`config.mk`:
```
export PLATFORM = sky130hd
export DESIGN_NAME = dispatch_unit
export DESIGN_NICKNAME = d
export VERILOG_FILES = /design/src/design/isa_pkg.sv /design/src/design/dispatch_pkg.sv /design/src/design/regfile.sv /design/src/design/reg_status.sv /design/src/design/tag_pool.sv /design/src/design/dispatch_ctrl.sv /design/src/design/dispatch_unit.sv
export VERILOG_INCLUDE_DIRS = /design/src /design/src/design
export SDC_FILE = /design/constraint.sdc
export NUM_CORES = 2
export LEC_CHECK = 0
export BUFFER_PORTS_ARGS = -buffer_cell sky130_fd_sc_hd__buf_2
export CAP_MARGIN = 0
export CORE_ASPECT_RATIO = 0.75
export CORE_MARGIN = 8
export CORE_UTILIZATION = 49
export DETAILED_ROUTE_END_ITERATION = 10
export PLACE_DENSITY = 0.7
export SKIP_CTS_REPAIR_TIMING = 1
export SYNTH_ARGS = -nofsm -noshare
export SYNTH_HDL_FRONTEND = slang
export SYNTH_HIERARCHICAL = 1
export SYNTH_SLANG_ARGS = --single-unit
```
`constraint.sdc`:
```
create_clock -name clk -period 6.2 [get_ports clk]
set_input_delay 0.31 -clock clk [delete_from_list [all_inputs] [get_ports clk]]
set_output_delay 0.31 -clock clk [all_outputs]
set_load 0.02 [all_outputs]
```
`src/design/tomasulo_macros.svh`:
```
`ifndef TOMASULO_MACROS_SVH
`define TOMASULO_MACROS_SVH

// Architectural registers
`define NUM_REGS 32

// Rename tags in circulation
`define TAG_COUNT 64
`define TAG_W 6

// Data path width
`define WORD_W 32

`endif

```
`src/design/isa_pkg.sv`:
```
package isa_pkg;

   // Instruction fields
   typedef logic [5:0] opcode_t;
   typedef logic [5:0] funct_t;
   typedef logic [4:0] reg_addr_t;
   typedef logic [15:0] imm_t;

   // Operation code handed to the integer queue
   typedef logic [2:0] int_op_t;

   // Major opcodes, MIPS values
   localparam opcode_t OP_RTYPE = 6'h00;
   localparam opcode_t OP_LW    = 6'h23;
   localparam opcode_t OP_SW    = 6'h2b;

   // R-type function codes
   localparam funct_t FN_ADD  = 6'h20;
   localparam funct_t FN_SUB  = 6'h22;
   localparam funct_t FN_AND  = 6'h24;
   localparam funct_t FN_OR   = 6'h25;
   localparam funct_t FN_SLT  = 6'h2a;
   localparam funct_t FN_MULT = 6'h18;
   localparam funct_t FN_DIV  = 6'h1a;

   // Integer queue encoding
   localparam int_op_t INT_ADD = 3'd0;
   localparam int_op_t INT_SUB = 3'd1;
   localparam int_op_t INT_AND = 3'd2;
   localparam int_op_t INT_OR  = 3'd3;
   localparam int_op_t INT_SLT = 3'd4;

endpackage

```
`src/design/dispatch_pkg.sv`:
```
`include "tomasulo_macros.svh"

package dispatch_pkg;

   // Rename tag of an in-flight result
   typedef logic [`TAG_W-1:0] tag_t;

   // Data word as carried on the CDB and in the register file
   typedef logic [`WORD_W-1:0] word_t;

   // One bit per architectural register
   typedef logic [`NUM_REGS-1:0] reg_onehot_t;

   // Output slot between decode and the issue queues
   typedef enum logic {
      SLOT_EMPTY,
      SLOT_FULL
   } slot_state_t;

endpackage

```
`src/design/regfile.sv`:
```
`timescale 1ns/1ps
`include "tomasulo_macros.svh"

module regfile (
   input  logic                     clk,
   input  logic                     arst_n,
   input  dispatch_pkg::reg_onehot_t wen_onehot,
   input  dispatch_pkg::word_t      cdb_data,
   input  isa_pkg::reg_addr_t       rs_addr,
   input  isa_pkg::reg_addr_t       rt_addr,
   output dispatch_pkg::word_t      rs_data,
   output dispatch_pkg::word_t      rt_data,
   input  isa_pkg::reg_addr_t       debug_addr,
   output dispatch_pkg::word_t      debug_data
);

   dispatch_pkg::word_t regs [`NUM_REGS];

   // CDB result lands in every register still waiting on that tag
   always_ff @(posedge clk or negedge arst_n) begin
      if (!arst_n) begin
         for (int i = 0; i < `NUM_REGS; i++) begin
            regs[i] <= '0;
         end
      end else begin
         for (int i = 0; i < `NUM_REGS; i++) begin
            if (wen_onehot[i]) begin
               regs[i] <= cdb_data;
            end
         end
      end
   end

   // Combinational reads, r0 hard-wired to zero
   assign rs_data    = (rs_addr == '0) ? '0 : regs[rs_addr];
   assign rt_data    = (rt_addr == '0) ? '0 : regs[rt_addr];
   // Debug view sees a CDB write one cycle later
   assign debug_data = (debug_addr == '0) ? '0 : regs[debug_addr];

endmodule

```
`src/design/reg_status.sv`:
```
`timescale 1ns/1ps
`include "tomasulo_macros.svh"

module reg_status (
   input  logic                      clk,
   input  logic                      arst_n,
   input  logic                      mark_en,
   input  isa_pkg::reg_addr_t        mark_addr,
   input  dispatch_pkg::tag_t        mark_tag,
   input  dispatch_pkg::tag_t        cdb_tag,
   input  logic                      cdb_valid,
   input  isa_pkg::reg_addr_t        rs_addr,
   input  isa_pkg::reg_addr_t        rt_addr,
   output logic                      rs_busy,
   output logic                      rt_busy,
   output dispatch_pkg::tag_t        rs_tag,
   output dispatch_pkg::tag_t        rt_tag,
   output dispatch_pkg::reg_onehot_t wen_onehot
);

   // Busy flag and producing tag per register
   dispatch_pkg::reg_onehot_t busy;
   dispatch_pkg::tag_t        tags [`NUM_REGS];

   // A busy register whose tag is on the CDB gets written this cycle
   always_comb begin
      for (int i = 0; i < `NUM_REGS; i++) begin
         wen_onehot[i] = cdb_valid && busy[i] && (tags[i] == cdb_tag);
      end
   end

   // New mark beats a completing result on the same register
   always_ff @(posedge clk or negedge arst_n) begin
      if (!arst_n) begin
         busy <= '0;
      end else begin
         for (int i = 0; i < `NUM_REGS; i++) begin
            if (mark_en && (mark_addr == isa_pkg::reg_addr_t'(i))) begin
               busy[i] <= 1'b1;
            end else if (wen_onehot[i]) begin
               busy[i] <= 1'b0;
            end
         end
      end
   end

   // Tag only meaningful while busy
   always_ff @(posedge clk) begin
      if (mark_en) begin
         tags[mark_addr] <= mark_tag;
      end
   end

   assign rs_busy = busy[rs_addr];
   assign rt_busy = busy[rt_addr];
   assign rs_tag  = tags[rs_addr];
   assign rt_tag  = tags[rt_addr];

endmodule

```
`src/design/tag_pool.sv`:
```
`timescale 1ns/1ps
`include "tomasulo_macros.svh"

module tag_pool (
   input  logic               clk,
   input  logic               arst_n,
   input  logic               tag_pop,
   output dispatch_pkg::tag_t pool_tag,
   output logic               pool_empty,
   input  dispatch_pkg::tag_t cdb_tag,
   input  logic               cdb_valid
);

   dispatch_pkg::tag_t fifo [`TAG_COUNT];
   // Pointers wrap on their own, depth is a power of two
   dispatch_pkg::tag_t rd_ptr;
   dispatch_pkg::tag_t wr_ptr;
   // One extra bit to hold a full pool
   logic [`TAG_W:0]    count;

   // Completed tag goes back to the tail
   always_ff @(posedge clk or negedge arst_n) begin
      if (!arst_n) begin
         // Pool starts with every tag, in order
         for (int i = 0; i < `TAG_COUNT; i++) begin
            fifo[i] <= dispatch_pkg::tag_t'(i);
         end
         rd_ptr <= '0;
         wr_ptr <= '0;
         count  <= (`TAG_W+1)'(`TAG_COUNT);
      end else begin
         if (cdb_valid) begin
            fifo[wr_ptr] <= cdb_tag;
            wr_ptr       <= wr_ptr + 1'b1;
         end
         if (tag_pop) begin
            rd_ptr <= rd_ptr + 1'b1;
         end
         // Pop and push together leave the count alone
         case ({tag_pop, cdb_valid})
            2'b10:   count <= count - 1'b1;
            2'b01:   count <= count + 1'b1;
            default: count <= count;
         endcase
      end
   end

   // Head of the pool, first-word fall-through
   assign pool_tag   = fifo[rd_ptr];
   assign pool_empty = (count == '0);

endmodule

```
`src/design/dispatch_ctrl.sv`:
```
`timescale 1ns/1ps

module dispatch_ctrl (
   input  logic                clk,
   input  logic                arst_n,
   input  dispatch_pkg::word_t ifq_inst,
   input  logic                ifq_empty,
   output logic                ifq_rd_en,
   input  dispatch_pkg::tag_t  cdb_tag,
   input  dispatch_pkg::word_t cdb_data,
   input  logic                cdb_valid,
   output isa_pkg::imm_t       equeue_imm,
   output dispatch_pkg::tag_t  equeue_rdtag,
   output dispatch_pkg::tag_t  equeue_rstag,
   output dispatch_pkg::tag_t  equeue_rttag,
   output dispatch_pkg::word_t equeue_rsdata,
   output dispatch_pkg::word_t equeue_rtdata,
   output logic                equeue_rsvalid,
   output logic                equeue_rtvalid,
   output logic                equeuels_opcode,
   output isa_pkg::int_op_t    equeueint_opcode,
   output logic                equeuels_en,
   output logic                equeueint_en,
   output logic                equeuemult_en,
   output logic                equeuediv_en,
   input  logic                equeuels_ready,
   input  logic                equeueint_ready,
   input  logic                equeuemult_ready,
   input  logic                equeuediv_ready,
   output logic                illegal_inst,
   output isa_pkg::reg_addr_t  rs_addr,
   output isa_pkg::reg_addr_t  rt_addr,
   input  dispatch_pkg::word_t rs_data,
   input  dispatch_pkg::word_t rt_data,
   input  logic                rs_busy,
   input  logic                rt_busy,
   input  dispatch_pkg::tag_t  rs_tag,
   input  dispatch_pkg::tag_t  rt_tag,
   output logic                mark_en,
   output isa_pkg::reg_addr_t  mark_addr,
   output dispatch_pkg::tag_t  mark_tag,
   input  dispatch_pkg::tag_t  pool_tag,
   input  logic                pool_empty,
   output logic                tag_pop
);

   // Bit positions of the one-hot target queue
   localparam int Q_LS   = 0;
   localparam int Q_INT  = 1;
   localparam int Q_MULT = 2;
   localparam int Q_DIV  = 3;

   isa_pkg::opcode_t   opcode;
   isa_pkg::funct_t    funct;
   isa_pkg::reg_addr_t rd_addr;

   logic               dec_legal;
   logic [3:0]         dec_queue;
   isa_pkg::int_op_t   dec_int_op;
   logic               dec_ls_op;
   logic               dec_alloc;
   logic               dec_use_rt;
   isa_pkg::reg_addr_t dec_dest;
   isa_pkg::imm_t      dec_imm;

   logic                rs_reg, rt_reg;
   logic                rs_fwd, rt_fwd;
   logic                op_rs_valid, op_rt_valid;
   dispatch_pkg::word_t op_rs_data, op_rt_data;
   dispatch_pkg::tag_t  op_rs_tag, op_rt_tag;

   dispatch_pkg::slot_state_t slot_state;
   logic [3:0]                slot_queue;
   logic                      slot_full, xfer, slot_free;
   logic                      needs_tag, pop, load;

   // Head instruction fields
   assign opcode  = ifq_inst[31:26];
   assign rs_addr = ifq_inst[25:21];
   assign rt_addr = ifq_inst[20:16];
   assign rd_addr = ifq_inst[15:11];
   assign funct   = ifq_inst[5:0];

   // Decode into target queue, operation and destination
   always_comb begin
      dec_legal  = 1'b1;
      dec_queue  = '0;
      dec_int_op = isa_pkg::INT_ADD;
      dec_ls_op  = 1'b0;
      dec_alloc  = 1'b0;
      dec_use_rt = 1'b1;
      dec_dest   = rd_addr;
      dec_imm    = '0;
      case (opcode)
         isa_pkg::OP_RTYPE: begin
            dec_alloc = 1'b1;
            case (funct)
               isa_pkg::FN_ADD: dec_queue[Q_INT] = 1'b1;
               isa_pkg::FN_SUB: begin
                  dec_queue[Q_INT] = 1'b1;
                  dec_int_op       = isa_pkg::INT_SUB;
               end
               isa_pkg::FN_AND: begin
                  dec_queue[Q_INT] = 1'b1;
                  dec_int_op       = isa_pkg::INT_AND;
               end
               isa_pkg::FN_OR: begin
                  dec_queue[Q_INT] = 1'b1;
                  dec_int_op       = isa_pkg::INT_OR;
               end
               isa_pkg::FN_SLT: begin
                  dec_queue[Q_INT] = 1'b1;
                  dec_int_op       = isa_pkg::INT_SLT;
               end
               isa_pkg::FN_MULT: dec_queue[Q_MULT] = 1'b1;
               isa_pkg::FN_DIV:  dec_queue[Q_DIV]  = 1'b1;
               default:          dec_legal = 1'b0;
            endcase
         end
         // lw writes rt and reads only rs
         isa_pkg::OP_LW: begin
            dec_queue[Q_LS] = 1'b1;
            dec_alloc       = 1'b1;
            dec_use_rt      = 1'b0;
            dec_dest        = rt_addr;
            dec_imm         = ifq_inst[15:0];
         end
         // sw reads both and produces no register result
         isa_pkg::OP_SW: begin
            dec_queue[Q_LS] = 1'b1;
            dec_ls_op       = 1'b1;
            dec_imm         = ifq_inst[15:0];
         end
         default: dec_legal = 1'b0;
      endcase
   end

   // Source is ready in the register file, or arriving on the CDB right now
   assign rs_reg = (rs_addr == '0) || !rs_busy;
   assign rt_reg = (rt_addr == '0) || !rt_busy || !dec_use_rt;
   assign rs_fwd = cdb_valid && (cdb_tag == rs_tag);
   assign rt_fwd = cdb_valid && (cdb_tag == rt_tag);

   assign op_rs_valid = rs_reg || rs_fwd;
   assign op_rs_data  = rs_reg ? rs_data : cdb_data;
   assign op_rs_tag   = op_rs_valid ? '0 : rs_tag;

   // Unused rt reads as a valid zero
   assign op_rt_valid = rt_reg || rt_fwd;
   assign op_rt_data  = !dec_use_rt ? '0 : (rt_reg ? rt_data : cdb_data);
   assign op_rt_tag   = op_rt_valid ? '0 : rt_tag;

   // Transfer happens when the target queue is ready
   assign slot_full        = (slot_state == dispatch_pkg::SLOT_FULL);
   assign equeuels_en      = slot_full && slot_queue[Q_LS]   && equeuels_ready;
   assign equeueint_en     = slot_full && slot_queue[Q_INT]  && equeueint_ready;
   assign equeuemult_en    = slot_full && slot_queue[Q_MULT] && equeuemult_ready;
   assign equeuediv_en     = slot_full && slot_queue[Q_DIV]  && equeuediv_ready;
   assign xfer = equeuels_en || equeueint_en || equeuemult_en || equeuediv_en;

   // Slot can take a new entry in the cycle it drains
   assign slot_free = !slot_full || xfer;
   assign needs_tag = dec_legal && dec_alloc;
   // No pops while reset is held
   assign pop       = arst_n && !ifq_empty && slot_free && (!needs_tag || !pool_empty);
   assign load      = pop && dec_legal;
   assign ifq_rd_en = pop;

   // Rename the destination, never for r0
   assign tag_pop   = pop && needs_tag;
   assign mark_en   = tag_pop && (dec_dest != '0);
   assign mark_addr = dec_dest;
   assign mark_tag  = pool_tag;

   // Slot FSM and illegal pulse
   always_ff @(posedge clk or negedge arst_n) begin
      if (!arst_n) begin
         slot_state   <= dispatch_pkg::SLOT_EMPTY;
         illegal_inst <= 1'b0;
      end else begin
         illegal_inst <= pop && !dec_legal;
         if (load) begin
            slot_state <= dispatch_pkg::SLOT_FULL;
         end else if (xfer) begin
            slot_state <= dispatch_pkg::SLOT_EMPTY;
         end
      end
   end

   // Slot payload, snooping the CDB while it waits
   always_ff @(posedge clk) begin
      if (load) begin
         slot_queue       <= dec_queue;
         equeue_imm       <= dec_imm;
         equeue_rdtag     <= needs_tag ? pool_tag : '0;
         equeue_rstag     <= op_rs_tag;
         equeue_rttag     <= op_rt_tag;
         equeue_rsdata    <= op_rs_data;
         equeue_rtdata    <= op_rt_data;
         equeue_rsvalid   <= op_rs_valid;
         equeue_rtvalid   <= op_rt_valid;
         equeuels_opcode  <= dec_ls_op;
         equeueint_opcode <= dec_int_op;
      end else if (slot_full) begin
         if (!equeue_rsvalid && cdb_valid && (cdb_tag == equeue_rstag)) begin
            equeue_rsvalid <= 1'b1;
            equeue_rsdata  <= cdb_data;
         end
         if (!equeue_rtvalid && cdb_valid && (cdb_tag == equeue_rttag)) begin
            equeue_rtvalid <= 1'b1;
            equeue_rtdata  <= cdb_data;
         end
      end
   end

endmodule

```
`src/design/dispatch_unit.sv`:
```
`timescale 1ns/1ps

module dispatch_unit (
   input  logic                clk,
   input  logic                arst_n,
   input  dispatch_pkg::word_t ifq_inst,
   input  logic                ifq_empty,
   output logic                ifq_rd_en,
   input  dispatch_pkg::tag_t  cdb_tag,
   input  dispatch_pkg::word_t cdb_data,
   input  logic                cdb_valid,
   output isa_pkg::imm_t       equeue_imm,
   output dispatch_pkg::tag_t  equeue_rdtag,
   output dispatch_pkg::tag_t  equeue_rstag,
   output dispatch_pkg::tag_t  equeue_rttag,
   output dispatch_pkg::word_t equeue_rsdata,
   output dispatch_pkg::word_t equeue_rtdata,
   output logic                equeue_rsvalid,
   output logic                equeue_rtvalid,
   output logic                equeuels_opcode,
   output isa_pkg::int_op_t    equeueint_opcode,
   output logic                equeuels_en,
   output logic                equeueint_en,
   output logic                equeuemult_en,
   output logic                equeuediv_en,
   input  logic                equeuels_ready,
   input  logic                equeueint_ready,
   input  logic                equeuemult_ready,
   input  logic                equeuediv_ready,
   output logic                illegal_inst,
   input  isa_pkg::reg_addr_t  debug_addr,
   output dispatch_pkg::word_t debug_data
);

   // Operand lookup, shared addresses into register file and status table
   isa_pkg::reg_addr_t        rs_addr, rt_addr;
   dispatch_pkg::word_t       rs_data, rt_data;
   logic                      rs_busy, rt_busy;
   dispatch_pkg::tag_t        rs_tag, rt_tag;

   // Destination rename
   logic                      mark_en;
   isa_pkg::reg_addr_t        mark_addr;
   dispatch_pkg::tag_t        mark_tag;
   dispatch_pkg::tag_t        pool_tag;
   logic                      pool_empty;
   logic                      tag_pop;

   // CDB write select from status table into register file
   dispatch_pkg::reg_onehot_t wen_onehot;

   // Port names match the nets above
   dispatch_ctrl u_dispatch_ctrl (.*);

   regfile u_regfile (.*);

   reg_status u_reg_status (.*);

   tag_pool u_tag_pool (.*);

endmodule

```
==> results.md <==
- Htree depth: 4
- Max Root-Sink Buffers: 4
- Layout cells sized above 1: 46.4%
- Iter 0 DRT Violations: 9575
- Setup violators final: 0
- Synthesis-stage register bit count: 1761
- Post-DRT Antenna Nets: 0
- Crit Path Class: in2reg
- Number of antenna violations at the first check in global routing: 28
- CTS Sinks: 1761
- FF/Latch Area: 45800 um^2
- Worst Tran Pin Value: between 1.5 and 2 ns
- Worst Skew: 0.0854 ns
- Initial core utilization: 49.3%
- Max Clock Freq: 216 MHz
- Slowest stage delay, CP: 0.82 ns
- Final Net Count: 6946
- Crit end category: register
- Multi-input logic area: 51000 um^2
- Port Buf Inserts: approximately 220
- Final hold viol count: 0
- Final worst slack: between 1.5 and 2 ns
- Reg2Reg Setup Slack: 1.62 ns
- Worst hold path type: in2async
- Hpwl dp: 205000 um
- Worst setup SP type: primary input
- Layout Cells excl Fill: 9701
- Place WS: 1.58 ns
- Synth async-reset ratio: 83.0%
- Die area: 219000 um^2
- Logic pwr share: 19.8%
- DR pass1 iterations: 6
- Switch share: 28.5%
- Placed cell count: 9318
- Via density: 7.15
- First-pass GRT wire length: 505000 um
- Crit path time final: between 4 and 5 ns
- DRC: 0
- Layout area overhead: 9.58%
- Worst EP required: 6.66 ns
- Sequential Power Share: 46.1%
- Final Cycle Share: between 70% and 80%
- Row cnt: about 140
- Crit-path slowest cell: nor3_1
- Failing checks: max-capacitance violations, max-slew violations
- Pin count of the biggest net entering global routing: roughly 180
- Cts bufs inserted: 187
- Vias in the first global route: 69700
- Worst-skew pair later-pin latency: 0.86 ns
- Unrepaired setup endpoints after global routing: false
- Final Util: 54.0%
- Syn avg cell area: 14.4 um^2
- Worst Reg-to-Reg Cells: 15
- Clock group share of total power: 34.1%
- Ys Warns: 6
- Die H: a little over 400 um
- Synth Instances: around 7000
- Layout fillers: 16100
- Worst EP arrival: roughly 5.1 ns
- Relative slew slack: -3.10%
- Via count: 69400
- GRT overflow: 0
- Worst r2r dst: u_tag_pool/count[5]
- Pwr per Cell Area: just over 300 nW/um^2
- Sw power: 0.00954 W
- WL final: 349000 um
- Placeable core area: 203000 um^2
- Fin. max-slew vios: 18
- Cell variety after synth: between 70 and 80
- CTS Root Cell: clkbuf_16
- VDD IR max: 0.226 mV
- Post-synth EDFFs: 300
- Worst reg2reg startpoint: u_tag_pool/count[2]
- Die W: 538 um
- Setup Total Neg Slack: 0 ns
- Status: finished, violations left
- Routed len/inst: 36.0 um
- # IOs: 225
- CTS tree: built
- CP Max Fanout: 45
- Register area share after synthesis: between 40 and 50%
- Net count of the mapped netlist: 7054
- Worst-path clk slew: ~0.06 ns
- P_int: about 0.024 W
- Crit-path cells: dlygate4sd3_1 -> buf_2 -> nor3_1 -> dlygate4sd3_1 -> nand4b_1 -> o311ai_1 -> nand2b_1 -> clkinv_1 -> buf_4 -> o211a_1 -> nor2b_1 -> nand3b_1 -> nor3_1
- Ys flop type: dfrtp_1
- Total global-route track usage: 31.1%
- Placer Congestion: 0.921
- Lkg Pwr: 45.4 nW
- Synthesized area: 100000 um^2
- MaxCap Viol Count: 1
## through the flow
stage / total power (W) / instance area [um^2] / hold WS (ns)
after detailed placement: 0.0220 / 103000 / 0.297
after global placement: 0.0217 / 103000 / 0.298
final: 0.0335 / 110000 / 0.0305
after global routing: 0.0346 / 110000 / 0.0637
after CTS: 0.0334 / 109000 / -0.624
after floorplan: 0.0198 / 100000 / 0.0144
## cells in the final DEF, fill, tap and decap left out, types with 108 or more instances in the layout
cell,n
nor2_1,113
nand2_1,108
a22oi_1,175
buf_4,158
dfrtp_1,1266
mux2_2,1529
xor2_1,205
edfxtp_1,300
dfstp_2,193
buf_2,207
mux4_2,768
clkbuf_16,190
mux2i_1,510
## synth_stat cells (all sizes together), types with 35 or more instances
| library cell | n | area (um^2) |
|---|---|---|
| mux2i | 510 | 5100 |
| nand2 | 111 | 417 |
| a211oi | 96 | 721 |
| a21oi | 104 | 521 |
| mux4 | 768 | 17300 |
| inv | 43 | 161 |
| or4 | 38 | 285 |
| dfstp | 193 | 5070 |
| nor3 | 67 | 357 |
| a2111oi | 36 | 345 |
| nor2 | 117 | 439 |
| xor2 | 205 | 1800 |
| dfrtp | 1268 | 31700 |
| o22ai | 87 | 544 |
| and2 | 58 | 363 |
| mux2 | 1535 | 17300 |
| o221ai | 35 | 307 |
| a22o | 88 | 771 |
| o21ai | 42 | 210 |
| nor4 | 87 | 551 |
| a22oi | 175 | 1310 |
| edfxtp | 300 | 9010 |
| nor2b | 98 | 613 |
| clkbuf | 371 | 1390 |
| buf | 349 | 1970 |
## layout make-up
type | count | share of cell area [%]
Multi-Input combinational cell | 4437 | 46.6
Sequential cell | 1761 | 41.8
Clock buffer | 256 | 4.79
Tap cell | 2682 | 3.06
Timing Repair Buffer | 423 | 2.78
Clock inverter | 83 | 0.779
Inverter | 44 | 0.151
Antenna cell | 15 | 0.0343
## metal layers
metal  share of wire [%]  wire length [um]  GRT usage (%)  up-vias
li1                    -                 -              -    26900
met1                  38            132000           41.4    36300
met2                  43            151000           45.0     4941
met3                  12             41900           9.85     1227
met4                 6.9             24100           17.7       14
met5               0.029               100              0        -
## worst max path at each step
stage | from | endpoint
finish | ifq_inst[27] | u_reg_status/tags[4][2]
global route | ifq_inst[27] | u_reg_status/tags[4][2]
CTS | u_tag_pool/count[2] | u_tag_pool/count[5]
detailed placement | arst_n | u_reg_status/tags[4][4]
global placement | u_tag_pool/count[2] | u_tag_pool/count[5]
floorplan | u_tag_pool/count[2] | u_tag_pool/count[5]
## worst max-delay path, delay by kind of cell
family	cells	cell delay, ns
buffers and inverters	5	1.86
AOI/OAI and AO/OA	2	0.62
and+or+nand+nor	6	2.28
## kinds of logic (layout without fill, tap and decap cells)
family	count (synthesis)	count (layout)	synth area share, %
other	0	15	0
adders and majority gates	9	9	0.120
muxes	2813	2813	39.7
DFF	1761	1761	45.8
xor gates and xnor gates	230	230	2.01
and+or+nand+nor	659	659	3.58
buffers and inverters	764	806	3.53
AOI/OAI and AO/OA	726	726	5.24
## state kept, by name (all words and copies together), names as in the netlist, 3 cells and up
name                              cells
u_dispatch_ctrl/equeue_rdtag          6
u_dispatch_ctrl/equeue_rttag          6
u_dispatch_ctrl/equeue_imm           16
u_dispatch_ctrl/equeue_rtdata        32
u_tag_pool/count                      7
u_dispatch_ctrl/slot_queue            4
u_tag_pool/fifo                     384
u_dispatch_ctrl/equeue_rstag          6
u_reg_status/busy                    32
u_tag_pool/wr_ptr                     6
u_reg_status/tags                   192
u_regfile/regs                     1024
u_tag_pool/rd_ptr                     6
u_dispatch_ctrl/equeueint_opcode      3
u_dispatch_ctrl/equeue_rsdata        32
## power groups by stage
stage	Combinational (W)	Sequential, W	Clock (W)
floorplan	0.00484	0.0150	0
detailed placement	0.00649	0.0155	0
CTS	0.00652	0.0153	0.0116
global route	0.00698	0.0156	0.0120
global placement	0.00633	0.0154	0
finish	0.00662	0.0154	0.0114
Note: power is estimated with default switching activity, not from simulation.
